**src/merge_sort_consts.svh**
```systemverilog
`ifndef MERGE_SORT_CONSTS_SVH
`define MERGE_SORT_CONSTS_SVH

// width of one unsigned key.
`define MS_KEY_W 32

// keys per tuple, kept in ascending order.
`define MS_KEYS 4

// entries in each tuple FIFO.
`define MS_FIFO_DEPTH 16

// control stops dequeuing when the output FIFO holds this many tuples.
// The three spare entries absorb the tuples still moving through the merger.
`define MS_OUT_STALL_LEVEL 13

`endif
```
**src/merge_sort_pkg.sv**
```systemverilog
`default_nettype none

`include "merge_sort_consts.svh"

package merge_sort_pkg;

   typedef logic [`MS_KEY_W-1:0] key_t;

   // index 0 holds the smallest key.
   typedef key_t [`MS_KEYS-1:0] tuple_t;

   typedef struct packed {
      logic   valid;   // a tuple enters the merger this cycle.
      logic   prime;   // load the kept half only, emit nothing.
      logic   flush;   // emit the kept half.
      logic   term;    // emit the terminator tuple.
      tuple_t data;
   } merge_cmd_t;

   typedef enum logic [1:0] {
      ST_PRIME,
      ST_MERGE,
      ST_FLUSH,
      ST_TERM
   } ctrl_state_t;

endpackage

`default_nettype wire

```
**src/tuple_fifo.sv**
```systemverilog
`timescale 1ns/10ps
`default_nettype none

`include "merge_sort_consts.svh"

module tuple_fifo (
   input  wire                                    i_clk,
   input  wire                                    i_reset,
   input  wire merge_sort_pkg::tuple_t            i_data,
   input  wire                                    i_enq,
   input  wire                                    i_deq,
   output merge_sort_pkg::tuple_t                 o_data,
   output logic                                   o_empty,
   output logic                                   o_full,
   output logic [$clog2(`MS_FIFO_DEPTH+1)-1:0]    o_count
);

   localparam int PTR_W = $clog2(`MS_FIFO_DEPTH);
   localparam int CNT_W = $clog2(`MS_FIFO_DEPTH + 1);

   merge_sort_pkg::tuple_t mem [`MS_FIFO_DEPTH];
   logic [PTR_W-1:0]       rd_ptr;
   logic [PTR_W-1:0]       wr_ptr;
   logic [CNT_W-1:0]       count;
   logic                   do_enq;
   logic                   do_deq;

   assign o_empty = (count == '0);
   assign o_full  = (count == CNT_W'(`MS_FIFO_DEPTH));
   assign o_count = count;
   assign o_data  = mem[rd_ptr];   // head is visible without a dequeue.

   assign do_enq = i_enq & ~o_full;   // writes into a full FIFO are dropped.
   assign do_deq = i_deq & ~o_empty;

   always_ff @(posedge i_clk) begin
      if (do_enq) begin
         mem[wr_ptr] <= i_data;
      end
   end

   // the depth is a power of two, so the pointers wrap on their own.
   always_ff @(posedge i_clk) begin
      if (i_reset) begin
         rd_ptr <= '0;
         wr_ptr <= '0;
         count  <= '0;
      end else begin
         if (do_enq) begin
            wr_ptr <= wr_ptr + 1'b1;
         end
         if (do_deq) begin
            rd_ptr <= rd_ptr + 1'b1;
         end
         case ({do_enq, do_deq})
            2'b10:   count <= count + 1'b1;
            2'b01:   count <= count - 1'b1;
            default: count <= count;
         endcase
      end
   end

endmodule

`default_nettype wire

```
**config.mk**
```make
export PLATFORM = sky130hd
export DESIGN_NAME = tuple_fifo
export DESIGN_NICKNAME = d
export VERILOG_FILES = /design/src/merge_sort_pkg.sv /design/src/tuple_fifo.sv
export VERILOG_INCLUDE_DIRS = /design/src
export SDC_FILE = /design/constraint.sdc
export NUM_CORES = 1
export LEC_CHECK = 0
export BUFFER_PORTS_ARGS = -buffer_cell sky130_fd_sc_hd__buf_2
export CAP_MARGIN = 20
export CORE_AREA = 2 2 377 379
export CTS_CLUSTER_DIAMETER = 120
export CTS_CLUSTER_SIZE = 10
export DETAILED_ROUTE_END_ITERATION = 7
export DIE_AREA = 0 0 379 381
export GPL_TIMING_DRIVEN = 0
export PLACE_DENSITY = 0.76
export RECOVER_POWER = 100
export SETUP_SLACK_MARGIN = 0.1
export SLEW_MARGIN = 40
export SYNTH_ARGS = -nofsm -noshare
export SYNTH_HDL_FRONTEND = slang
export SYNTH_SLANG_ARGS = --single-unit
```
**constraint.sdc**
```tcl
create_clock -name i_clk -period 10.45 [get_ports i_clk]
set_input_delay 0.5225 -clock i_clk [delete_from_list [all_inputs] [get_ports i_clk]]
set_output_delay 0.5225 -clock i_clk [all_outputs]
set_load 0.02 [all_outputs]
```
---- Yosys cells after proc, flatten, opt, wreduce, memory -nomap -nowiden ----
Memory sizes are Yosys's and may differ from the RTL's. A register that Yosys moved wholly into a read port is not among the register bits.
Index checks and enable logic that the tools add are counted.
storage, ports and cells
  word-level logic and storage cells ...... 22
  register bits after elaboration ......... 13
  input bits .............................. 132
  output and inout bits ................... 135
  RAM bits ................................ 2048
  memories ................................ 1
memory list
  name  words  width  read ports  clocked after Yosys merged registers in  wr ports  line              text
  mem   16     128    1           1                                        1         tuple_fifo.sv:21  merge_sort_pkg::tuple_t mem [`MS_FIFO_DEPTH];
cells by class
  bitwise gates (word level) .............. 4
  reduce and logical (&&, ||, !) cells .... 2
  mux-type cells .......................... 5
  equality and inequality tests ........... 3
  add/sub/neg operators ................... 4
operator list
  kind                   count
  $pmux W5 S2            1
  $add A4 B1 Y4 const B  2
  $mux W4                2
  $add A5 B1 Y5 const B  1
  $eq A5 B5 Y1 const B   1
  $logic_not A5 Y1       1
  $sub A5 B1 Y5 const B  1
  $and A1 B1 Y1          2
  $eq A2 B1 Y1 const B   1
  $eq A2 B2 Y1 const B   1
  $mux W1                2
  $not A1 Y1             2
  $reduce_bool A2 Y1     1

---- Logic depth before layout (Yosys ltp) ----
  depth after elaboration ................. 5
  depth in mapped cells ................... 13
  gate-level depth less buffers ........... 10

---- Least setup slack after synthesis ----
Ideal clock, no wire load.
  path type ............................... register to register
  from .................................... reg count[1], in the netlist o_count[1]
  to ...................................... mem mem[0][0] (netlist bit) (enable)
  setup time .............................. 0.772 ns
  period minus slack after synthesis ...... 10.841 ns
  required time ........................... 9.678 ns
  arrival time ............................ 10.069 ns
  buffers on the path ..................... 1
  cell stages (with the launch flop) ...... 6
  setup slack ............................. -0.391 ns
  cell sequence ........................... dfxtp_1 > clkbuf_1 > nor4_1 > a21boi_1 > nand2_1 > nor3_1
between the ends
  longest elaborated chain between the ends .. 5
RTL lines
  item                           line              text
  start, declared                tuple_fifo.sv:24  logic [CNT_W-1:0] count;
  start signal, assigned         tuple_fifo.sv:56  2'b10: count <= count + 1'b1;
  start signal, assigned         tuple_fifo.sv:57  2'b01: count <= count - 1'b1;
  start signal, assigned         tuple_fifo.sv:58  default: count <= count;
  $eq A5 B5 Y1                   tuple_fifo.sv:29  assign o_full = (count == CNT_W'(`MS_FIFO_DEPTH));
  $not A1 Y1                     tuple_fifo.sv:33  assign do_enq = i_enq & ~o_full;
  $and A1 B1 Y1                  tuple_fifo.sv:33
  $mux W1                        tuple_fifo.sv:37  if (do_enq) begin
  $mux W1 (not written as such)  tuple_fifo.sv:38  mem[wr_ptr] <= i_data;
  end, declared                  tuple_fifo.sv:21
No other way between the ends.

---- Worst setup path after layout ----
  from .................................... reg count[1], in the netlist o_count[1]
  to ...................................... mem mem[4][31] (netlist bit) (enable)
The elaborated chain is that of the path after synthesis.

==> results.sh <==
export IMPL_synth_area_um2=78190
export IMPL_first_iter_violations=5439
export IMPL_failed_checks="max-capacitance violations, max-slew violations"
export IMPL_grt_pass1_vias=38940
export IMPL_clk_latency_ns=0.84
export IMPL_final_util_pct=62.91
export IMPL_grt_max_degree=17
export IMPL_slew_headroom_pct=-6.999
export IMPL_io_pins=267
export IMPL_reg2reg_to="mem[4][31]$_DFFE_PP_"
export IMPL_routed_wirelength_mm=196.4
export IMPL_min_period_ns=7.440
export IMPL_synth_net_count=3310
export IMPL_ys_dominant_reg_cell="edfxtp_1"
export IMPL_clockBufferDepth=3
export IMPL_synth_avg_cell_area_um2=24.67
export IMPL_dieHeight_um=381
export IMPL_tritoncts="yes"
export IMPL_synth_edf_count=2048
export IMPL_fin_area_um2=88420
export IMPL_cap_violations=3
export IMPL_cp_max_fo=13
export IMPL_hp_class="in2reg"
export IMPL_fp_dieW_um=379
export IMPL_dr_pass1_iters=7
export IMPL_grt_usage_pct=27.48
export IMPL_ys_seq_area_share_pct=79.09
export IMPL_grtUsageMet2_pct=43.19
export IMPL_core_um2=140600
export IMPL_dpl_cell_area_um2=85810
export IMPL_num_vias=38030
export IMPL_worst_pin_slew_ns=1.593
export IMPL_wl_per_cell_um=33.72
export IMPL_area_growth_pct=13.08
export IMPL_cts_buffers=224
export IMPL_busiest_layer="met2"
export IMPL_worstSetupEndpoint="mem[4][31]$_DFFE_PP_"
export IMPL_hold_viol=0
export IMPL_rsz0062_at_grt="no"
export IMPL_slew_viol_final=27
export IMPL_cts_root_buf="clkbuf_16"
export IMPL_p_leak_nw=26.51
export IMPL_crit_path_start="o_count[1]$_SDFFE_PP0P_"
export IMPL_synth_distinct_cells=39
export IMPL_final_cell_mix="2048 x edfxtp_1, 576 x mux4_2, 559 x clkbuf_1"
export IMPL_yosys_register_bits=2065
export IMPL_path_clk_slew_ns=0.06
export IMPL_r2r_slack_ns=3.01
export IMPL_netlist_instances=3170
export IMPL_yosys_warnings=0
export IMPL_cpMostUsedCell="clkbuf_1"
export IMPL_fp_row_count=138
export IMPL_initial_core_util_pct=55.63
export IMPL_status="complete, but fails checks"
export IMPL_gp_congestion=0.7302
export IMPL_vdd_drop_max_uv=156.6
export IMPL_async_reset_ff_share_pct=0
export IMPL_worstPathRequired_ns=10.89
export IMPL_drive_above_1_share_pct=23.89
export IMPL_avgViaCountPerCell=6.529
export IMPL_io_buffers=266
export IMPL_slowest_stage="nor2_1"
export IMPL_globalRouteOverflowTotal=0
export IMPL_cts_resized=0
export IMPL_finClkSkew_ns=0.01815
export IMPL_clock_sinks=2065
export IMPL_post_cts_buffers=0
export IMPL_fmax_ghz=0.1344
export IMPL_rr_startpoint="o_count[1]$_SDFFE_PP0P_"
export IMPL_crit_arrival_ns=7.88
export IMPL_criticalPathCategory="reg2reg"
export IMPL_ant_nets=0
export IMPL_antenna_found_initial=30
export IMPL_ff2ff_path_depth=10
export IMPL_final_common_cell="edfxtp_1"
export IMPL_use_met3_pct=5.751
export IMPL_cts_hold_buf=0
export IMPL_end_kind="flip-flop"
export IMPL_grt_first_pass_wirelength_mm=278.9
export IMPL_drc=0
export IMPL_fin_crit_sh_pct=71.20
export IMPL_layout_nets=4008
export IMPL_met1_usage_pct=38.95
export IMPL_hpwlAfterDp_mm=123.3
export IMPL_critPathMaxStageDelay_ns=1.01
export IMPL_report_final_setup_viol=0
export IMPL_critical_path_cell_chain="clkbuf_1 -> nor4_1 -> a21boi_0 -> nand2_1 -> nor2_1 -> clkbuf_1 -> clkbuf_1 -> clkbuf_1 -> clkbuf_1 -> clkbuf_1"
export IMPL_h_tree_depth=4
export IMPL_dieArea_um2=144400
export IMPL_p_per_area_nw_per_um2=220.8
export IMPL_start_kind="flip-flop"
## power breakdown
| group | internal [mW] | total [mW] | leakage (nW) | switching (mW) |
|---|---|---|---|---|
| registers | 9.36 | 9.43 | 18.6 | 0.0654 |
| logic | 1.35 | 3.28 | 4.95 | 1.93 |
| clock network | 3.87 | 6.82 | 2.93 | 2.95 |
## registers in the layout, summed over array words and instances, names as in the netlist, named ones only
name,flops
mem,2048
rd_ptr,4
wr_ptr,4
o_count,5
## worst min-delay path by stage
stage | slack [ns] | depth (start not counted) | end | start
floorplan | 0.48 | 2 | flip-flop | rd_ptr[3]$_SDFFE_PP0P_
CTS | 0.003 | 1 | mem[14][63]$_DFFE_PP_ | i_data[63]
detailed placement | 0.51 | 2 | rd_ptr[3]$_SDFFE_PP0P_ | rd_ptr[3]$_SDFFE_PP0P_
global route | 0.1 | 3 | o_count[2]$_SDFFE_PP0P_ | i_reset
finish | 0.09 | 3 | o_count[2]$_SDFFE_PP0P_ | i_reset
global placement | 0.50 | 2 | rd_ptr[3]$_SDFFE_PP0P_ | rd_ptr[3]$_SDFFE_PP0P_
## area by class of cell
type                            instances  area [um^2]
Tap cell                             1890         2365
Inverter                                6        22.52
Multi-Input combinational cell        927        15430
Antenna cell                           13        32.53
Clock buffer                          269         5859
Sequential cell                      2065        61840
Fill cell                            9234        52130
Buffer                                172        913.4
Timing Repair Buffer                  472         1800
Clock inverter                         11        157.7
## layer usage
layer  up-vias  share of wire (%)  wire (um)
met5         -              0.069        136
met4        22                3.2       6268
met3       331                9.9      19470
met2      2419                 49      95820
met1     20260                 38      74750
li1      15000                  -          -
## cell usage after synthesis (3+ instances only)
cell type  instances  share of area (%)
edfxtp_1        2048                 79
mux4_2           576                 17
clkbuf_1          78               0.37
mux2i_1           67               0.86
a211oi_1          66               0.63
a21oi_1           65               0.42
nor2b_1           65               0.52
buf_4             36               0.35
buf_2             35               0.22
nor2_1            31               0.15
dfxtp_1           17               0.44
buf_1             14              0.067
buf_6              9               0.13
ha_1               8               0.13
inv_1              6              0.029
nand2_1            6              0.029
nor3_1             6              0.038
xor2_1             6              0.067
o211ai_1           3              0.029
## kinds of logic after synthesis
group | share of synthesized area [%]
DFF | 79.09
muxes | 17.48
buffers and inverters | 1.170
AOI/OAI and AO/OA | 1.175
and+or+nand+nor | 0.8737
xor gates and xnor gates | 0.08961
adders and majority gates | 0.1280
## critical path: cells and delay by family (launching register included)
kind            cells  cell delay (ns)
buf+inv             6             4.40
simple gates        3             1.44
compound gates      1             0.85
flops               1             0.32
## stage by stage
step / hold WS, ns / instances / power, mW / setup slack (ns) / TNS (ns)
CTS: 0.003033 / 5811 / 19.74 / 5.131 / 0
global route: 0.09652 / 5821 / 20.07 / 2.600 / 0
finish: 0.08935 / 5825 / 19.53 / 3.010 / 0
global placement: 0.5005 / 5326 / 12.89 / -4.223 / -7165.49
detailed placement: 0.5128 / 5531 / 12.97 / 6.056 / 0
floorplan: 0.4813 / 3170 / 11.78 / 3.045 / 0
Power figures use the tool's default switching activity.
