===== config.mk =====
export PLATFORM = sky130hd
export DESIGN_NAME = bitonic_merger
export DESIGN_NICKNAME = d
export VERILOG_FILES = /design/src/merge_sort_pkg.sv /design/src/bitonic_merger.sv
export VERILOG_INCLUDE_DIRS = /design/src
export SDC_FILE = /design/constraint.sdc
export NUM_CORES = 2
export LEC_CHECK = 0
export ABC_AREA = 0
export BUFFER_PORTS_ARGS = -buffer_cell sky130_fd_sc_hd__buf_2
export CORE_ASPECT_RATIO = 1.5
export CORE_MARGIN = 2
export CORE_UTILIZATION = 45
export CTS_BUF_LIST = sky130_fd_sc_hd__clkbuf_2
export DETAILED_ROUTE_END_ITERATION = 6
export GPL_TIMING_DRIVEN = 0
export SYNTH_ARGS = -nofsm -noshare
export SYNTH_HDL_FRONTEND = slang
export SYNTH_SLANG_ARGS = --single-unit

===== constraint.sdc =====
create_clock -name i_clk -period 14.45 [get_ports i_clk]
set_clock_uncertainty 0.2 [all_clocks]
set_input_delay 4.335 -clock i_clk [delete_from_list [all_inputs] [get_ports i_clk]]
set_output_delay 4.335 -clock i_clk [all_outputs]
set_load 0.1 [all_outputs]

===== src/merge_sort_consts.svh =====
`ifndef MERGE_SORT_CONSTS_SVH
`define MERGE_SORT_CONSTS_SVH

// width of one unsigned key.
`define MS_KEY_W 32

// keys per tuple, kept in ascending order.
`define MS_KEYS 4

// entries in each tuple FIFO.
`define MS_FIFO_DEPTH 16

// control stops dequeuing when the output FIFO holds this many tuples.
// The three spare entries absorb the tuples still moving through the merger.
`define MS_OUT_STALL_LEVEL 13

`endif

===== src/merge_sort_pkg.sv =====
`default_nettype none

`include "merge_sort_consts.svh"

package merge_sort_pkg;

   typedef logic [`MS_KEY_W-1:0] key_t;

   // index 0 holds the smallest key.
   typedef key_t [`MS_KEYS-1:0] tuple_t;

   typedef struct packed {
      logic   valid;   // a tuple enters the merger this cycle.
      logic   prime;   // load the kept half only, emit nothing.
      logic   flush;   // emit the kept half.
      logic   term;    // emit the terminator tuple.
      tuple_t data;
   } merge_cmd_t;

   typedef enum logic [1:0] {
      ST_PRIME,
      ST_MERGE,
      ST_FLUSH,
      ST_TERM
   } ctrl_state_t;

endpackage

`default_nettype wire


===== src/bitonic_merger.sv =====
`timescale 1ns/10ps
`default_nettype none

`include "merge_sort_consts.svh"

module bitonic_merger (
   input  wire                              i_clk,
   input  wire                              i_reset,
   input  wire merge_sort_pkg::merge_cmd_t  i_cmd,
   output logic                             o_valid,
   output merge_sort_pkg::tuple_t           o_tuple
);

   localparam int N = 2 * `MS_KEYS;

   merge_sort_pkg::tuple_t          kept;
   merge_sort_pkg::tuple_t          low;
   merge_sort_pkg::tuple_t          high;
   merge_sort_pkg::key_t [N-1:0]    lvl0;
   merge_sort_pkg::key_t [N-1:0]    lvl1;
   merge_sort_pkg::key_t [N-1:0]    lvl2;
   merge_sort_pkg::key_t [N-1:0]    lvl3;

   // the new tuple rises and the reversed kept tuple falls, so lvl0 is bitonic.
   always_comb begin
      for (int i = 0; i < `MS_KEYS; i++) begin
         lvl0[i]           = i_cmd.data[i];
         lvl0[i+`MS_KEYS]  = kept[`MS_KEYS-1-i];
      end
   end

   // half cleaner across the full eight keys.
   always_comb begin
      for (int i = 0; i < 4; i++) begin
         lvl1[i]   = (lvl0[i] <= lvl0[i+4]) ? lvl0[i] : lvl0[i+4];
         lvl1[i+4] = (lvl0[i] <= lvl0[i+4]) ? lvl0[i+4] : lvl0[i];
      end
   end

   always_comb begin
      for (int h = 0; h < N; h += 4) begin
         for (int i = h; i < h + 2; i++) begin
            lvl2[i]   = (lvl1[i] <= lvl1[i+2]) ? lvl1[i] : lvl1[i+2];
            lvl2[i+2] = (lvl1[i] <= lvl1[i+2]) ? lvl1[i+2] : lvl1[i];
         end
      end
   end

   always_comb begin
      for (int i = 0; i < N; i += 2) begin
         lvl3[i]   = (lvl2[i] <= lvl2[i+1]) ? lvl2[i] : lvl2[i+1];
         lvl3[i+1] = (lvl2[i] <= lvl2[i+1]) ? lvl2[i+1] : lvl2[i];
      end
   end

   always_comb begin
      for (int i = 0; i < `MS_KEYS; i++) begin
         low[i]  = lvl3[i];
         high[i] = lvl3[i+`MS_KEYS];
      end
   end

   always_ff @(posedge i_clk) begin
      if (i_reset) begin
         kept    <= '0;
         o_valid <= 1'b0;
      end else begin
         o_valid <= (i_cmd.valid & ~i_cmd.prime) | i_cmd.flush | i_cmd.term;
         if (i_cmd.flush || i_cmd.term) begin
            kept <= '0;   // the next stream starts from an empty kept half.
         end else if (i_cmd.valid && i_cmd.prime) begin
            kept <= i_cmd.data;
         end else if (i_cmd.valid) begin
            kept <= high;
         end
      end
   end

   always_ff @(posedge i_clk) begin
      if (i_cmd.flush) begin
         o_tuple <= kept;
      end else if (i_cmd.term) begin
         o_tuple <= '0;
      end else if (i_cmd.valid) begin
         o_tuple <= low;
      end
   end

endmodule

`default_nettype wire


Yosys cells after proc, flatten, opt, wreduce, memory -nomap -nowiden
Index checks and enable logic that the tools add are counted.

word-level totals
  output and inout bits = 129
  logic and storage cells = 59
  input port bits = 134
  register bits after elaboration = 257

cells by class
  $lt $le $gt $ge = 12
  multiplexer cells = 29
  bitwise logic cells = 4
  reductions and logical operators = 5

operators by type and width
  kind                             count
  32-bit 2-to-1 mux                24
  128-bit 2-to-1 mux               5
  32-bit less-or-equal comparator  12
  3-bit nonzero test               1
  1-bit OR                         2
  2-bit nonzero test               1
  2-bit OR reduction               1
  1-bit bitwise AND                1
  1-bit logical AND                1
  1-bit logical OR                 1
  1-bit inverter                   1

Depth between registers and ports, before layout
  depth after elaboration = 9
  gate-level depth with buffers = 33
  mapped depth without buffers = 27

Least setup slack after synthesis
Ideal clock, no wire load.

  kind = input-to-reg
  start = in i_cmd[14] (netlist bit)
  end = reg kept[24] (netlist bit)
  buffers on the path = 5
  arrival time = 10.689 ns
  cell stages on the path = 28
  data required time = 14.135 ns
  setup time = 0.115 ns
  path slack = 3.445 ns
  cell sequence = ha_1 nand4_1 or4_1 or3_1 o21ai_2 buf_8 buf_6 mux2i_1 inv_1 ha_1 a21oi_1 nand2_1 a221o_1 o31a_1 o41ai_1 buf_2 buf_2 mux2i_1 ha_1 nand4_1 nor4_1 nand3_1 and3_1 a32oi_1 a21oi_1 clkbuf_1 a31oi_1 a21bo_2

on the way
  word-level cells in the longest chain between the ends = 8

ends and longest elaborated chain
  item                             RTL line              source
  start, declared                  bitonic_merger.sv:9   input wire merge_sort_pkg::merge_cmd_t i_cmd,
  32-bit less-or-equal comparator  bitonic_merger.sv:36  lvl1[i+4] = (lvl0[i] <= lvl0[i+4]) ? lvl0[i+4] : lvl0[i];
  32-bit 2-to-1 mux (*)            bitonic_merger.sv:36
  32-bit less-or-equal comparator  bitonic_merger.sv:43  lvl2[i] = (lvl1[i] <= lvl1[i+2]) ? lvl1[i] : lvl1[i+2];
  32-bit 2-to-1 mux (*)            bitonic_merger.sv:43
  32-bit less-or-equal comparator  bitonic_merger.sv:51  lvl3[i] = (lvl2[i] <= lvl2[i+1]) ? lvl2[i] : lvl2[i+1];
  32-bit 2-to-1 mux (*)            bitonic_merger.sv:51
  128-bit 2-to-1 mux (*)           bitonic_merger.sv:73  end else if (i_cmd.valid) begin
  128-bit 2-to-1 mux (*)           bitonic_merger.sv:71  end else if (i_cmd.valid && i_cmd.prime) begin
  end signal, assigned             bitonic_merger.sv:72  kept <= i_cmd.data;
  end signal, assigned             bitonic_merger.sv:74  kept <= high;
  end, declared                    bitonic_merger.sv:16  merge_sort_pkg::tuple_t kept;

Every way passes the cells marked *; elsewhere a longest branch is shown, timed or not. The select of a mux whose other input is x is not followed.
A chain may end at the register's enable or synchronous reset.

Final worst setup path
  start = in i_cmd[110] (netlist bit)
  end = reg kept[72] (netlist bit)

on the way
  word-level cells in the longest chain between the ends = 8

ends and longest elaborated chain
  item                             RTL line              source
  32-bit less-or-equal comparator  bitonic_merger.sv:36
  32-bit 2-to-1 mux (*)            bitonic_merger.sv:36
  32-bit less-or-equal comparator  bitonic_merger.sv:44  lvl2[i+2] = (lvl1[i] <= lvl1[i+2]) ? lvl1[i+2] : lvl1[i];
  32-bit 2-to-1 mux (*)            bitonic_merger.sv:44
  32-bit less-or-equal comparator  bitonic_merger.sv:51
  32-bit 2-to-1 mux (*)            bitonic_merger.sv:51
  128-bit 2-to-1 mux (*)           bitonic_merger.sv:73
  128-bit 2-to-1 mux (*)           bitonic_merger.sv:71

Marks and branches as above.

==> impl_metrics.toml <==
[die]
initial_core_util_pct = 45.29
die_h_microns = 312.5
dieArea_sq_um = 65540
io_pins = 263
core_area_sq_um = 63060
die_w_microns = 209.7
rows = 113

[timing]
hold_viol_final = 0
fin_tns_setup_ns = -28.30
worst_slack_ns = -0.4292
setup_viol = 127
finalCriticalPeriod_ns = 14.88
worst-slew-pin-transition_ns = 1.526
timing.final.max_slew_violations = 12
holdWs_ns = 0.5394
slew_headroom_pct = -1.700
fmaxAchievable_ghz = 0.06721
period_share_pct = 103.0

[min_path]
min_from = "kept[121]"
holdCritPathClass = "reg -> reg"
worstHoldPathCells = 2
min_to = "o_tuple[121]"

[grt]
antenna_found_initial = 15
grt_pass1_vias = 31730
grt.overflow.total = 0
grt_max_degree = 68
grt_pass1_wl_microns = 232300
gr-usage-all-layers_pct = 51.00

[clock_network]
cts.sinks = 257
worstSkewPairLatency_ns = 1.31
cts_hold_buf = 0
cts-root-buf = "clkbuf_2"
cts_htree_levels = 3
clkTransAtPathRegs_ns = 0.12
clockBufferDepth = 3
cts_made_buffers = 69
cts_tree = "done"

[synthesis]
synth_top_area_share_pct = 16.82
synth_cell_types = 69
synth.most_common_cell = "nand3_1"
synth_area_sq_um = 28560
async_flop_share_pct = 0
syn_inst = 3511
netlist_top_cells_count = "nand3_1 (419), ha_1 (384), inv_1 (328), mux2i_1 (259), nand2_1 (253)"
synth_edf_count = 128
synth_top_flop_cell = "dfxtp_1"
yosysSeqAreaShare_pct = 22.50
ys_ff_latch = 257
synth_largest_area_cell = "ha_1"
yosysWarnings = 0
synth.area.top_cells = "ha_1 (17%), edfxtp_1 (13%), mux2i_1 (9.1%), dfxtp_1 (9.0%), nand3_1 (7.3%)"
synth.avg_cell_area_sq_um = 8.134
synth.net_count = 4029

[critical_path]
reg2regPathDepth = 28
r2r-start = "kept[13]"
cp-end-kind = "flop"
cp-start-kind = "input port"
cp_max_fo = 11
cp_data_arrival_time_ns = 15.82
crit_required_ns = 15.39
critPathKind = "in -> reg"
regToRegSetupSlack_ns = 2.16
r2r-end = "kept[72]"

[placement]
dp_hpwl_microns = 138900
place.gp.congestion = 1.132
port_buffers = 261

[pwr]
p_comb_share_pct = 61.5
ir_drop_v = 0.00009342
cellPowerDensity_nw_per_um2 = 124.6
p_int_mw = 1.722
power_switching_share_pct = 56.28
p_leak_nw = 14.56
clockPowerShare_pct = 15.3
power.switching_mw = 2.217
seqPwrFrac_pct = 23.2

[run_status]
outcome = "finished, violations left"
violations = "max-capacitance violations, max-slew violations, negative setup slack"

[finish]
seqCellArea_sq_um = 6426
area_delta_synth_final_pct = 10.68
num-fill-cells = 6536
nets = 4362
drive_gt1_share_pct = 15.09
multi_input_area_sq_um = 20010

[drt]
viasPerCell = 7.047
ant_nets = 0
dr.pass1.iters = 7
drtIter0Drc = 4838
drc_errors = 0
wire_per_inst_microns = 36.57
vias = 33160
postRouteWirelength_microns = 172100

[run]
cap_viol_max_count = 1
-- stage by stage --
| step | worst slack [ns] | utilization [%] | cells | total power [mW] | area [sq um] |
|---|---|---|---|---|---|
| after floorplan | 3.445 | - | 3511 | 2.475 | 28560 |
| after global placement | -1.889 | 48.96 | 4577 | 3.231 | 30870 |
| after detailed placement | -1.855 | 49.01 | 4578 | 3.233 | 30910 |
| after CTS | 0.05643 | 50.02 | 4694 | 3.821 | 31540 |
| after global routing | -0.03114 | 50.10 | 4700 | 4.043 | 31590 |
| final | -0.4292 | 50.13 | 4706 | 3.940 | 31610 |
-- what timing repair did --
item,CTS,global route
setup buffers,0,0
setup endpoints to repair,98,99
gates resized for setup,4,22
-- how the worst max path moves through the flow --
| stage | startpoint | slack (ns) | end | cells past startpoint |
|---|---|---|---|---|
| final | i_cmd[110] | -0.43 | kept[72] | 28 |
| after global routing | i_cmd[87] | -0.03 | kept[8] | 29 |
| after CTS | i_cmd[17] | 0.06 | kept[43] | 30 |
| after detailed placement | i_cmd[89] | -1.85 | kept[24] | 27 |
| after global placement | i_cmd[91] | -1.89 | kept[24] | 27 |
| after floorplan | i_cmd[14] | 3.45 | kept[24] | 28 |
-- cells in the final DEF, fill, tap and decap left out, types with 14 or more instances in the layout --
cell type / n
dfxtp_1: 129
nor2_1: 39
nand2_1: 253
edfxtp_1: 128
a31oi_1: 64
a21bo_2: 59
nand3_1: 417
o21a_1: 14
o22ai_1: 23
a211o_1: 30
mux2_2: 66
clkbuf_1: 159
nor3_1: 21
nand4_1: 72
o211ai_1: 14
a31o_2: 21
o221ai_1: 148
clkbuf_2: 106
buf_2: 290
nand2b_1: 137
o21ai_0: 188
inv_1: 328
mux2i_1: 259
ha_1: 384
and2_1: 60
a21o_1: 63
a21oi_1: 221
a211oi_1: 20
-- logic make-up (layout without fill, tap and decap cells) --
family / after synthesis / count (layout) / synth area share (%)
simple gates: 1053 / 1053 / 18.70
mux: 326 / 326 / 11.73
fa+ha+maj: 384 / 384 / 16.82
flops: 257 / 257 / 22.50
compound gates: 948 / 948 / 22.63
buf+inv: 543 / 921 / 7.618
other cells: 0 / 12 / 0
-- layer usage --
layer	track usage, %	vias up	wire length (microns)
li1	-	13830	-
met1	57.27	15570	59180
met2	74.28	2757	70050
met3	17.57	1004	22180
met4	49.94	6	20660
met5	0	-	41
-- state kept, by name (all words and copies together), names as in the netlist --
name / count
o_valid: 1
o_tuple: 128
kept: 128
-- critical path, stage by stage --
cell and delay [ns]:
buf_2 0.18, ha_1 0.36, nand4_1 0.25, nor2_1 0.09
a221o_1 0.47, o31ai_2 0.72, clkbuf_1 1.17, nand3_1 0.30
and2_1 0.25, ha_1 0.33, nand4_1 0.12, or4_1 0.70
nand2b_1 0.22, a31o_2 0.29, nand2_1 0.38, clkbuf_1 1.00
nand3_1 0.26, nand2_1 0.14, ha_1 0.17, nand4_1 0.23
nor4_2 0.82, nand3_1 0.27, and3_1 0.28, a32oi_2 0.33
and3_1 0.45, buf_2 0.43, buf_1 0.91, a21bo_2 0.27
-- area by class of cell --
class | count | area share (%)
flip-flops and latches | 257 | 20.33
well taps | 805 | 3.186
clock inverters | 17 | 0.3760
clock buffers | 99 | 1.568
inverters | 328 | 3.895
multi-input cells | 2711 | 63.31
plain buffers | 215 | 3.016
repair buffers | 262 | 4.220
diodes | 12 | 0.09500
-- power by group through the flow --
| stage | sequential (mW) | combinational (mW) | clock (mW) |
|---|---|---|---|
| after floorplan | 1.35 | 1.13 | 0 |
| after detailed placement | 0.925 | 2.31 | 0 |
| after global placement | 0.925 | 2.31 | 0 |
| final | 0.913 | 2.42 | 0.602 |
| after CTS | 0.908 | 2.32 | 0.593 |
| after global routing | 0.915 | 2.51 | 0.623 |
Power figures use the tool's default switching activity.
