==> config.mk <==
export PLATFORM = sky130hd
export DESIGN_NAME = merge_control
export DESIGN_NICKNAME = d
export VERILOG_FILES = /design/src/merge_sort_pkg.sv /design/src/merge_control.sv
export VERILOG_INCLUDE_DIRS = /design/src
export SDC_FILE = /design/constraint.sdc
export NUM_CORES = 1
export LEC_CHECK = 0
export BUFFER_PORTS_ARGS = -buffer_cell sky130_fd_sc_hd__buf_4
export CORE_AREA = 2 2 157 159
export DETAILED_ROUTE_END_ITERATION = 10
export DIE_AREA = 0 0 159 161
export PLACE_DENSITY = 0.45
export SYNTH_ARGS = -nofsm -noshare
export SYNTH_HDL_FRONTEND = slang
export SYNTH_SLANG_ARGS = --single-unit
==> constraint.sdc <==
create_clock -name i_clk -period 3.94 [get_ports i_clk]
set_input_delay 0.788 -clock i_clk [delete_from_list [all_inputs] [get_ports i_clk]]
set_output_delay 0.788 -clock i_clk [all_outputs]
set_load 0.02 [all_outputs]
==> src/merge_sort_consts.svh <==
`ifndef MERGE_SORT_CONSTS_SVH
`define MERGE_SORT_CONSTS_SVH

// width of one unsigned key.
`define MS_KEY_W 32

// keys per tuple, kept in ascending order.
`define MS_KEYS 4

// entries in each tuple FIFO.
`define MS_FIFO_DEPTH 16

// control stops dequeuing when the output FIFO holds this many tuples.
// The three spare entries absorb the tuples still moving through the merger.
`define MS_OUT_STALL_LEVEL 13

`endif
==> src/merge_sort_pkg.sv <==
`default_nettype none

`include "merge_sort_consts.svh"

package merge_sort_pkg;

   typedef logic [`MS_KEY_W-1:0] key_t;

   // index 0 holds the smallest key.
   typedef key_t [`MS_KEYS-1:0] tuple_t;

   typedef struct packed {
      logic   valid;   // a tuple enters the merger this cycle.
      logic   prime;   // load the kept half only, emit nothing.
      logic   flush;   // emit the kept half.
      logic   term;    // emit the terminator tuple.
      tuple_t data;
   } merge_cmd_t;

   typedef enum logic [1:0] {
      ST_PRIME,
      ST_MERGE,
      ST_FLUSH,
      ST_TERM
   } ctrl_state_t;

endpackage

`default_nettype wire

==> src/merge_control.sv <==
`timescale 1ns/10ps
`default_nettype none

`include "merge_sort_consts.svh"

module merge_control (
   input  wire                                    i_clk,
   input  wire                                    i_reset,
   input  wire merge_sort_pkg::tuple_t            i_a_head,
   input  wire                                    i_a_empty,
   input  wire merge_sort_pkg::tuple_t            i_b_head,
   input  wire                                    i_b_empty,
   input  wire [$clog2(`MS_FIFO_DEPTH+1)-1:0]     i_out_count,
   output logic                                   o_a_deq,
   output logic                                   o_b_deq,
   output merge_sort_pkg::merge_cmd_t             o_cmd
);

   localparam int CNT_W = $clog2(`MS_FIFO_DEPTH + 1);

   merge_sort_pkg::ctrl_state_t state;
   merge_sort_pkg::ctrl_state_t state_next;
   logic                        a_term;
   logic                        b_term;
   logic                        a_lte_b;
   logic                        sel_a;
   logic                        heads_ok;
   logic                        out_stall;

   // a zero minimum key marks the terminator tuple.
   assign a_term  = (i_a_head[0] == '0);
   assign b_term  = (i_b_head[0] == '0);
   assign a_lte_b = (i_a_head[0] <= i_b_head[0]);

   // ties go to A. A terminator on one side hands the pick to the other.
   assign sel_a = b_term | (~a_term & a_lte_b);

   assign heads_ok  = ~i_a_empty & ~i_b_empty;
   assign out_stall = (i_out_count >= CNT_W'(`MS_OUT_STALL_LEVEL));

   always_comb begin
      state_next = state;
      o_a_deq    = 1'b0;
      o_b_deq    = 1'b0;
      o_cmd      = '0;
      case (state)
         merge_sort_pkg::ST_PRIME,
         merge_sort_pkg::ST_MERGE: begin
            if (heads_ok && !out_stall) begin
               if (a_term && b_term) begin
                  // nothing is kept after an empty merge, so skip the flush.
                  if (state == merge_sort_pkg::ST_PRIME) begin
                     state_next = merge_sort_pkg::ST_TERM;
                  end else begin
                     state_next = merge_sort_pkg::ST_FLUSH;
                  end
               end else begin
                  o_cmd.valid = 1'b1;
                  o_cmd.prime = (state == merge_sort_pkg::ST_PRIME);
                  o_cmd.data  = sel_a ? i_a_head : i_b_head;
                  o_a_deq     = sel_a;
                  o_b_deq     = ~sel_a;
                  state_next  = merge_sort_pkg::ST_MERGE;
               end
            end
         end
         merge_sort_pkg::ST_FLUSH: begin
            if (!out_stall) begin
               o_cmd.flush = 1'b1;
               state_next  = merge_sort_pkg::ST_TERM;
            end
         end
         merge_sort_pkg::ST_TERM: begin
            if (!out_stall) begin
               o_cmd.term = 1'b1;
               o_a_deq    = 1'b1;   // both heads are terminators here.
               o_b_deq    = 1'b1;
               state_next = merge_sort_pkg::ST_PRIME;
            end
         end
         default: state_next = merge_sort_pkg::ST_PRIME;
      endcase
   end

   always_ff @(posedge i_clk) begin
      if (i_reset) begin
         state <= merge_sort_pkg::ST_PRIME;
      end else begin
         state <= state_next;
      end
   end

endmodule

`default_nettype wire

---- Yosys cells after proc, flatten, opt, wreduce, memory -nomap -nowiden ----
Cells that the tools add are included.
word-level totals
  output and inout port bits .............. 134
  flip-flop bits (word level) ............. 2
  word-level logic and storage cells ...... 46
  input port bits ......................... 265
cells by class
  order comparisons ....................... 2
  equality and inequality tests ........... 6
  mux-type cells .......................... 22
  bitwise logic cells ..................... 7
  reductions and logical operators ........ 8
operator list
  cell                                                  count
  2-to-1 mux 128 bit                                    4
  zero test 32 bit                                      2
  <= comparator 32 bit                                  1
  2-to-1 mux 2 bit                                      7
  2-to-1 mux 1 bit                                      8
  != test 2 bit (second input constant)                 3
  one-hot mux 2 bit (3 select lines)                    1
  >= comparator 5 x 4 -> 1 bit (second input constant)  1
  == test 2 bit (second input constant)                 2
  NOT 1 bit                                             4
  one-hot mux 1 bit (2 select lines)                    2
  AND reduction 3 bit                                   1
  AND 1 bit                                             2
  == test 2 x 1 -> 1 bit (second input constant)        1
  logical AND 1 bit                                     2
  zero test 2 bit                                       1
  OR reduction 2 bit                                    1
  zero test 1 bit                                       1
  OR 1 bit                                              1

---- Logic depth before layout (Yosys ltp) ----
Gate-level depths: netlist of run 1.
  depth in word-level cells ............... 8
  depth in mapped cells ................... 11
  mapped depth without buffers ............ 9

---- Worst setup path before layout of run 1 ----
Ideal clock, no wire load.
  kind .................................... input port to output port
  start point ............................. input port i_b_head[1] (netlist name)
  end point ............................... output port o_b_deq
  required time ........................... 3.152 ns
  cell stages on the path ................. 10
  arrival time ............................ 2.697 ns
  buffers on the path ..................... 1
  slack ................................... 0.455 ns
  cell sequence ........................... inv_1 > ha_1 > nor2b_1 > o211ai_1 > a2111o_1 > o211ai_1 > a211o_1 > buf_2 > nand2_1 > o31ai_1
between the ends
  longest elaborated chain between the ends .. 7
  elaborated cells between the ends (all ways) .. 9
  those cells by class .................... order compare (1); mux (3); bitwise (3); reduce/logical (2)
RTL lines
  what                                  RTL line             text
  from (decl)                           merge_control.sv:11  input wire merge_sort_pkg::tuple_t i_b_head,
  <= comparator 32 bit                  merge_control.sv:33  assign a_lte_b = (i_a_head[0] <= i_b_head[0]);
  AND 1 bit                             merge_control.sv:36  assign sel_a = b_term | (~a_term & a_lte_b);
  OR 1 bit                              merge_control.sv:36
  NOT 1 bit                             merge_control.sv:62  o_b_deq = ~sel_a;
  2-to-1 mux 1 bit *                    merge_control.sv:50  if (a_term && b_term) begin
  2-to-1 mux 1 bit *                    merge_control.sv:49  if (heads_ok && !out_stall) begin
  one-hot mux 1 bit (2 select lines) *  merge_control.sv:46  case (state)
  to (decl)                             merge_control.sv:15  output logic o_b_deq,
Mark *: on every way between the ends. The rest lies on a longest branch, timed or not.

==> results of run 1 <==
-- cell families (layout without fill, tap and decap cells) --
kind of cell,after synthesis,in the layout,share of synthesized area
buffers and inverters,106,474,0.173
AND/OR/NAND/NOR,314,315,0.440
adder cells (fa/ha/maj),32,32,0.0965
AO/OA/AOI/OAI,162,162,0.281
flip-flops,2,2,0.00965
-- Yosys cell counts, types with 2 or more instances --
| cell | number |
|---|---|
| sky130_fd_sc_hd__nand4_1 | 140 |
| sky130_fd_sc_hd__nand2_2 | 81 |
| sky130_fd_sc_hd__o21ai_2 | 80 |
| sky130_fd_sc_hd__nand2_1 | 56 |
| sky130_fd_sc_hd__o21ai_1 | 49 |
| sky130_fd_sc_hd__inv_1 | 36 |
| sky130_fd_sc_hd__buf_2 | 33 |
| sky130_fd_sc_hd__ha_1 | 32 |
| sky130_fd_sc_hd__buf_4 | 19 |
| sky130_fd_sc_hd__nor4_1 | 18 |
| sky130_fd_sc_hd__a21oi_1 | 15 |
| sky130_fd_sc_hd__buf_12 | 9 |
| sky130_fd_sc_hd__nor2_1 | 7 |
| sky130_fd_sc_hd__o21ai_0 | 6 |
| sky130_fd_sc_hd__buf_6 | 5 |
| sky130_fd_sc_hd__nand3_1 | 3 |
| sky130_fd_sc_hd__nor2b_1 | 3 |
| sky130_fd_sc_hd__buf_8 | 2 |
| sky130_fd_sc_hd__dfxtp_1 | 2 |
| sky130_fd_sc_hd__o211ai_1 | 2 |
| sky130_fd_sc_hd__o31ai_1 | 2 |
| sky130_fd_sc_hd__or2_1 | 2 |
-- power groups by stage --
stage / logic, uW / registers (uW) / clock network, uW
6_report: 837 / 21.7 / 155
5_1_grt: 897 / 21.8 / 162
4_1_cts: 771 / 21.6 / 159
3_5_place_dp: 767 / 21.9 / 0
3_3_place_gp: 768 / 21.9 / 0
2_1_floorplan: 374 / 21.7 / 0
-- per-layer routing --
layer,global-route usage,part of all wire
met1,0.213,0.43
met2,0.299,0.51
met3,0.0208,0.051
met4,0.0293,0.013
met5,0,0
-- worst paths after layout --
path,end,slack [ns],depth (start not counted)
setup / recovery,o_cmd[83],0.08,10
hold / removal,state[0]$_SDFFE_PP0P_,0.56,1
setup reg to reg,state[0]$_SDFFE_PP0P_,2.90,4
hold reg to reg,state[0]$_SDFFE_PP0P_,0.56,1
-- placed cells by master (no fill, tap or decap), types with 15 or more instances in the layout --
master and n:
sky130_fd_sc_hd__a21oi_1 15, sky130_fd_sc_hd__buf_4 402, sky130_fd_sc_hd__buf_6 18, sky130_fd_sc_hd__ha_1 30, sky130_fd_sc_hd__inv_1 36, sky130_fd_sc_hd__nand2_1 56
sky130_fd_sc_hd__nand2_2 81, sky130_fd_sc_hd__nand4_1 140, sky130_fd_sc_hd__nor4_1 17, sky130_fd_sc_hd__o21ai_1 40, sky130_fd_sc_hd__o21ai_2 87
-- worst max-delay path, stage by stage --
cell and delay [ns]:
sky130_fd_sc_hd__buf_4 0.14, sky130_fd_sc_hd__ha_1 0.30, sky130_fd_sc_hd__nand4_1 0.18, sky130_fd_sc_hd__a2111o_1 0.44
sky130_fd_sc_hd__o211ai_1 0.16, sky130_fd_sc_hd__a211o_4 0.26, sky130_fd_sc_hd__and2_4 0.31, sky130_fd_sc_hd__clkbuf_16 0.25
sky130_fd_sc_hd__o21ai_2 0.07, sky130_fd_sc_hd__buf_4 0.16
-- metrics by stage --
step / hold slack, ns / util / instances / setup slack (ns)
detailed placement: 0.542 / 0.303 / 1292 / -0.0441
floorplan: 0.490 / - / 616 / 0.455
CTS: 0.556 / 0.307 / 1295 / 0.0167
global placement: 0.553 / 0.303 / 1292 / -0.00554
global route: 0.602 / 0.322 / 1309 / -0.0132
finish: 0.558 / 0.322 / 1309 / 0.0817
-- repair_timing --
| item | 4_1_cts | 5_1_grt |
|---|---|---|
| gates cloned | 0 | 7 |
| hold buffers | 0 | 0 |
| pin swaps | 0 | 5 |
| setup buffers | 0 | 7 |
| resized for setup | 2 | 36 |
| endpoints found under the setup margin | 2 | 116 |
-- cell type report --
class / count / area, sq um
Fill cell: 2691 / 16200
Timing Repair Buffer: 435 / 3550
Multi-Input combinational cell: 509 / 3510
Tap cell: 324 / 405
Inverter: 36 / 135
Clock buffer: 3 / 75.1
Sequential cell: 2 / 40.0
==> metrics list, run 1 <==
- The path class of the tightest hold or removal check is reg2reg.
- Of the total power, the clock network draws 0.153.
- GRT Resource Usage Total: 0.165
- The count of final hold-check violations came to 0.
- Overall overflow remaining after global route: 0
- Cell area power density: 131 nW/um^2
* Share of total power in sequential cells: 0.021
- Biggest area consumer among synthesized cells: sky130_fd_sc_hd__nand4_1
- The initial antenna violation count came to 0.
- Among all flip-flop cells after synthesis, the most frequent one is sky130_fd_sc_hd__dfxtp_1.
* Final period util: 0.979
- The repair_antennas step left the layout with diodes totalling 0.
- Clock-pin slew was measured on the worst setup and hold paths at 0.03 ns.
- Post-route antenna net violation count: 0
- In the final design database the tool counted 1284 nets.
* Maximum number of buffers from clock root to sink: 2
- Hold_sp: state[0]$_SDFFE_PP0P_
* Post-synthesis cell count: 616
- Core area: between 20000 and 25000 sq um
* Number of synthesized flops with an enable pin: 0
- Gpl congestion: 0.818
* Status: complete, no violations
- Int Power: 548 uW
- The startpoint identified for the worst register-to-register timing path is state[1]$_SDFFE_PP0P_.
- Number of flip-flops in the largest register: 2
- Vias after detailed routing: 6100
* I/O pin cnt: 399
- Number of buffers added by the clock tree synthesis step: 3
- For this run, the number of Yosys warnings is 0.
* Area share of the leading cell type in the synthesized netlist: 0.211
- Number of search-and-repair iterations in the first detailed-routing pass: 4
- Distinct cell type count after synthesis: 36
- In the final timing run, aggregate negative setup slack is 0 ns.
- Layout cell share with drive strength beyond 1: 0.628
- The tool flagged a number of max-cap violations equal to 0.
- Most flop-heavy register: state
* Max-slew violation count: 0
- Leading post-synthesis cells by cell area: sky130_fd_sc_hd__nand4_1, sky130_fd_sc_hd__o21ai_2, sky130_fd_sc_hd__nand2_2
* Max frequency: 0.259 GHz
- Arrival time at the worst endpoint: 3.07 ns
* Die area: 25600 sq um
- STA classifies the critical path startpoint as an input port.
- The share of total power dissipated in combinational logic is 0.825.
- Of the total power, the share spent switching nets is 0.460.
- Post-layout power: 1010 uW
- Max-slew headroom: 0.701
* Synth-to-layout area growth: 86.1%
- After the first detailed-routing iteration, the DRC count stood at 345.
- TritonCTS built the clock tree.
- Across the VDD grid, the largest voltage drop is 0.110 mV.
- Counting flops and latches in the post-synthesis netlist gives 2.
* Final setup vio count: 0
* Maximum level of the CTS H-tree: 1
- The wire-length estimate of the detail-placed layout is around 19000 um.
- After detailed routing, the average wire length per cell comes to ~19 um.
* Placed inst area: 7270 sq um
* Mean instance size in the synthesized netlist: 6.74 sq um
- Vias in the first global route: 5783
* Initial core utilization: 0.173
- # port buffers: roughly 400
- Worst-skew pair later-pin latency: 0.22 ns
* Share of synthesized flip-flops with an asynchronous set or reset: 0
- In this run the power spent charging and discharging nets is 466 uW.
* Pin count of the biggest net entering global routing: 98
* Worst Setup End Kind: output pin
- RSZ-0062 raised after global routing: yes
- WP data required: 3.15 ns
* Cell area after technology mapping: 4150 sq um
- Die Span X: 159 um
* Maximum fanout count along the critical path: 13
- Worst clock skew on the final layout: 0.00339 ns
* DRC viols: 0
* Clock root cell: sky130_fd_sc_hd__clkbuf_16
- The finished cells cover 7720 sq um.
* TritonCTS sink count: 2
- The analysis attributes to cell leakage a power of 0.00351 uW.
- After detailed routing, the total wire length is 24500 um.
- Start point of the critical path: i_a_head[14]
- Average vias per placed instance: 4.66
- Of the synthesized area, sequential elements account for 0.00965.
- When the netlist entered floorplanning its net count stood at ~900.
- Site row count: 57
* First-pass GRT wire length: 34300 um
- Shortest period the worst path allows: 3.86 ns
* Largest registers: state (2)
* Die Span Y: 161 um
* Worst-Margin Slew: around 0.44 ns
- Category of the critical setup timing path: in2out
Note: power is estimated with default switching activity, not from simulation.
==> inputs of run 2 (changes only) <==
--- a/config.mk
+++ b/config.mk
@@ -10,7 +10,6 @@
 export CORE_AREA = 2 2 157 159
 export DETAILED_ROUTE_END_ITERATION = 10
 export DIE_AREA = 0 0 159 161
-export PLACE_DENSITY = 0.45
 export SYNTH_ARGS = -nofsm -noshare
 export SYNTH_HDL_FRONTEND = slang
 export SYNTH_SLANG_ARGS = --single-unit
==> metrics list, run 2 (synthesis results as in run 1) <==
- Status: complete, no violations
* Overall overflow remaining after global route: 0
- Clock slew seen by the registers of the worst setup and hold paths: 0.03 ns
* Number of buffers inserted to repair setup after CTS: 0
- At the worst endpoint, the arrival time is 3.07 ns.
* Cell area power density: around 130 nW/um^2
- The critical path goes through buf_4 > ha_1 > nand4_1 > a2111o_1 > o211ai_1 > a211o_4 > buf_12 > buf_4 > nand4_1 > o21ai_1 > buf_4.
* Number of flip-flops in the largest register: 2
- Total length of routed met2 wires: 11000 um
- Max-slew violation count: 0
* TritonCTS sink count: 2
* Most flop-heavy register: state
- 0 antenna diodes ended up in the layout.
- The library cells used most frequently in the layout, excluding fill and tap cells, are sky130_fd_sc_hd__buf_4, sky130_fd_sc_hd__nand4_1, sky130_fd_sc_hd__o21ai_2, sky130_fd_sc_hd__nand2_2, sky130_fd_sc_hd__nand2_1.
* Kind of path behind the tightest hold check: reg2reg
* Finished Layout Cells: 1316
- Entering global routing, the biggest net connects 113 pins.
- Total non-filler cell area in the finished layout: 7600 sq um
* HPWL reported at the end of detailed placement: 18600 um
- Based on the critical path, the design can be clocked at up to 0.259 GHz.
- TritonCTS clock tree: yes
* Filler instances: 2638
- Placed inst area: approximately 7500 sq um
* Final period util: 0.978
- At the end of the flow the core is filled with cells to 0.317.
* Maximum number of buffers from clock root to sink: 2
- After detailed routing, the number of remaining DRC violations is 0.
- Measured along the y axis, the die boundary spans 161 um.
* VDD IR-drop max: between 0.08 and 0.09 mV
* Post-layout net count: 1291
- In this run the number of H-tree levels came out at 1.
- Worst-Margin Slew: 0.523 ns
* Number of design-rule violations left by the first detailed-router iteration: 317
- The largest registers in the layout are state (2).
- In the final layout, the share of cells above drive strength 1 is 0.621.
* Max capacitance violation total: 0
- Number of resized instances in the post-cts repair step: 0
- Pin placement for this block handled 399 I/O pins.
- The congestion estimate from routability-driven global placement came to roughly 0.92.
- The count of final hold-check violations was 0.
- STA classifies the critical path startpoint as an input port.
- The setup path with the least slack is of type in2out.
- CP max stage cell: sky130_fd_sc_hd__a2111o_1
* Antenna violations before repair: 0
- Delay contributed by the slowest stage of the critical path: 0.46 ns
* Clock root cell: sky130_fd_sc_hd__clkbuf_16
- Total length of routed wires: 22700 um
* Most common cell after layout, fill and taps aside: sky130_fd_sc_hd__buf_4
- Die Span X: between 150 and 200 um
* # port buffers: 398
- Worst clock skew on the final layout: 0.000177 ns
* Number of buffers added by the clock tree synthesis step: 3
- Initial core utilization: 0.173
- Final setup vio count: 0
- Max-slew headroom: 0.651
* Number of cells in the design after placement: 1313
- The first global-routing pass estimated between 30000 and 40000 um of wire.
- Once detail routing completed, the nets flagged for antenna violations numbered 0.
- Across every metal layer, demand over resource in global routing totals 0.163.
- Die area: 25600 sq um
- Critical Path Most Common Cell: sky130_fd_sc_hd__buf_4
* Shortest period the worst path allows: 3.85 ns
- Maximum fanout count along the critical path: 39
- STA classifies the critical path endpoint as an output pin.
* Vias in the first global route: 6072
- Number of search-and-repair iterations in the first detailed-routing pass: 5
* Worst-skew pair later-pin latency: 0.22 ns
- Average vias per placed instance: 4.70
* Cts-stage hold buffer count: 0
* Routed len/inst: between 15 and 20 um
- In this run the static leakage power is between 0.003 and 0.004 uW.
- The detailed router placed 6183 vias in this run.
* DRT met1 WL: 9740 um
* Highest metal layer used by the detailed router: met4
* Synth-to-layout area growth: 83.3%
* Routed length on met3: ~1600 um
- Site row count: between 50 and 60
- Core area: 24000 sq um
- STA puts the critical path data required time at 3.15 ns.
## run 2: cell types whose count changed in the layout (fill, tap and decap cells not counted), sizes merged
cell and delta:
and2 -1, clkbuf -5, buf +13
## run 2: power breakdown
part           leakage [uW]  internal [uW]  switching (uW)
Combinational       0.00344            384             420
Clock             0.0000370            129            22.2
Sequential        0.0000162           21.0           0.723
Total               0.00349            534             443
## run 2: final timing paths
path                              start               endpoint  slack, ns  depth (start not counted)
setup / recovery           i_a_head[15]             o_cmd[120]       0.09                         11
hold / removal    state[0]$_SDFFE_PP0P_  state[0]$_SDFFE_PP0P_       0.56                          1
setup reg to reg  state[1]$_SDFFE_PP0P_  state[0]$_SDFFE_PP0P_       2.90                          4
hold reg to reg   state[0]$_SDFFE_PP0P_  state[0]$_SDFFE_PP0P_       0.56                          1
## run 2: critical path, delay by kind of cell
family / cells / cell delay, ns
AOI/OAI and AO/OA: 4 / 0.93
and+or+nand+nor: 2 / 0.30
adders and majority gates: 1 / 0.32
buffers and inverters: 4 / 0.70
## run 2: metal layers
metal | GRT usage | vias to the layer above
met3 | 0.0318 | 24
met4 | 0.0293 | 0
met2 | 0.284 | 268
met5 | 0 | -
li1 | - | 3052
met1 | 0.211 | 2839
## run 2: stage by stage
step	total power (uW)	setup TNS, ns	hold slack [ns]	setup slack, ns
floorplan	396	0	0.490	0.455
global placement	820	0	0.549	0.0128
detailed placement	826	0	0.567	0.00726
CTS	984	0	0.571	0.00110
global route	1050	-0.00719	0.602	-0.00604
finish	976	0	0.558	0.0862
## run 2: cell type report
class,count,area [sq um],share of cell area
clock buffer,3,75.1,0.00987
inverter,36,135,0.0178
multi-input combinational,508,3420,0.450
sequential,2,40.0,0.00526
tap,324,405,0.0533
timing repair buffer,443,3530,0.464
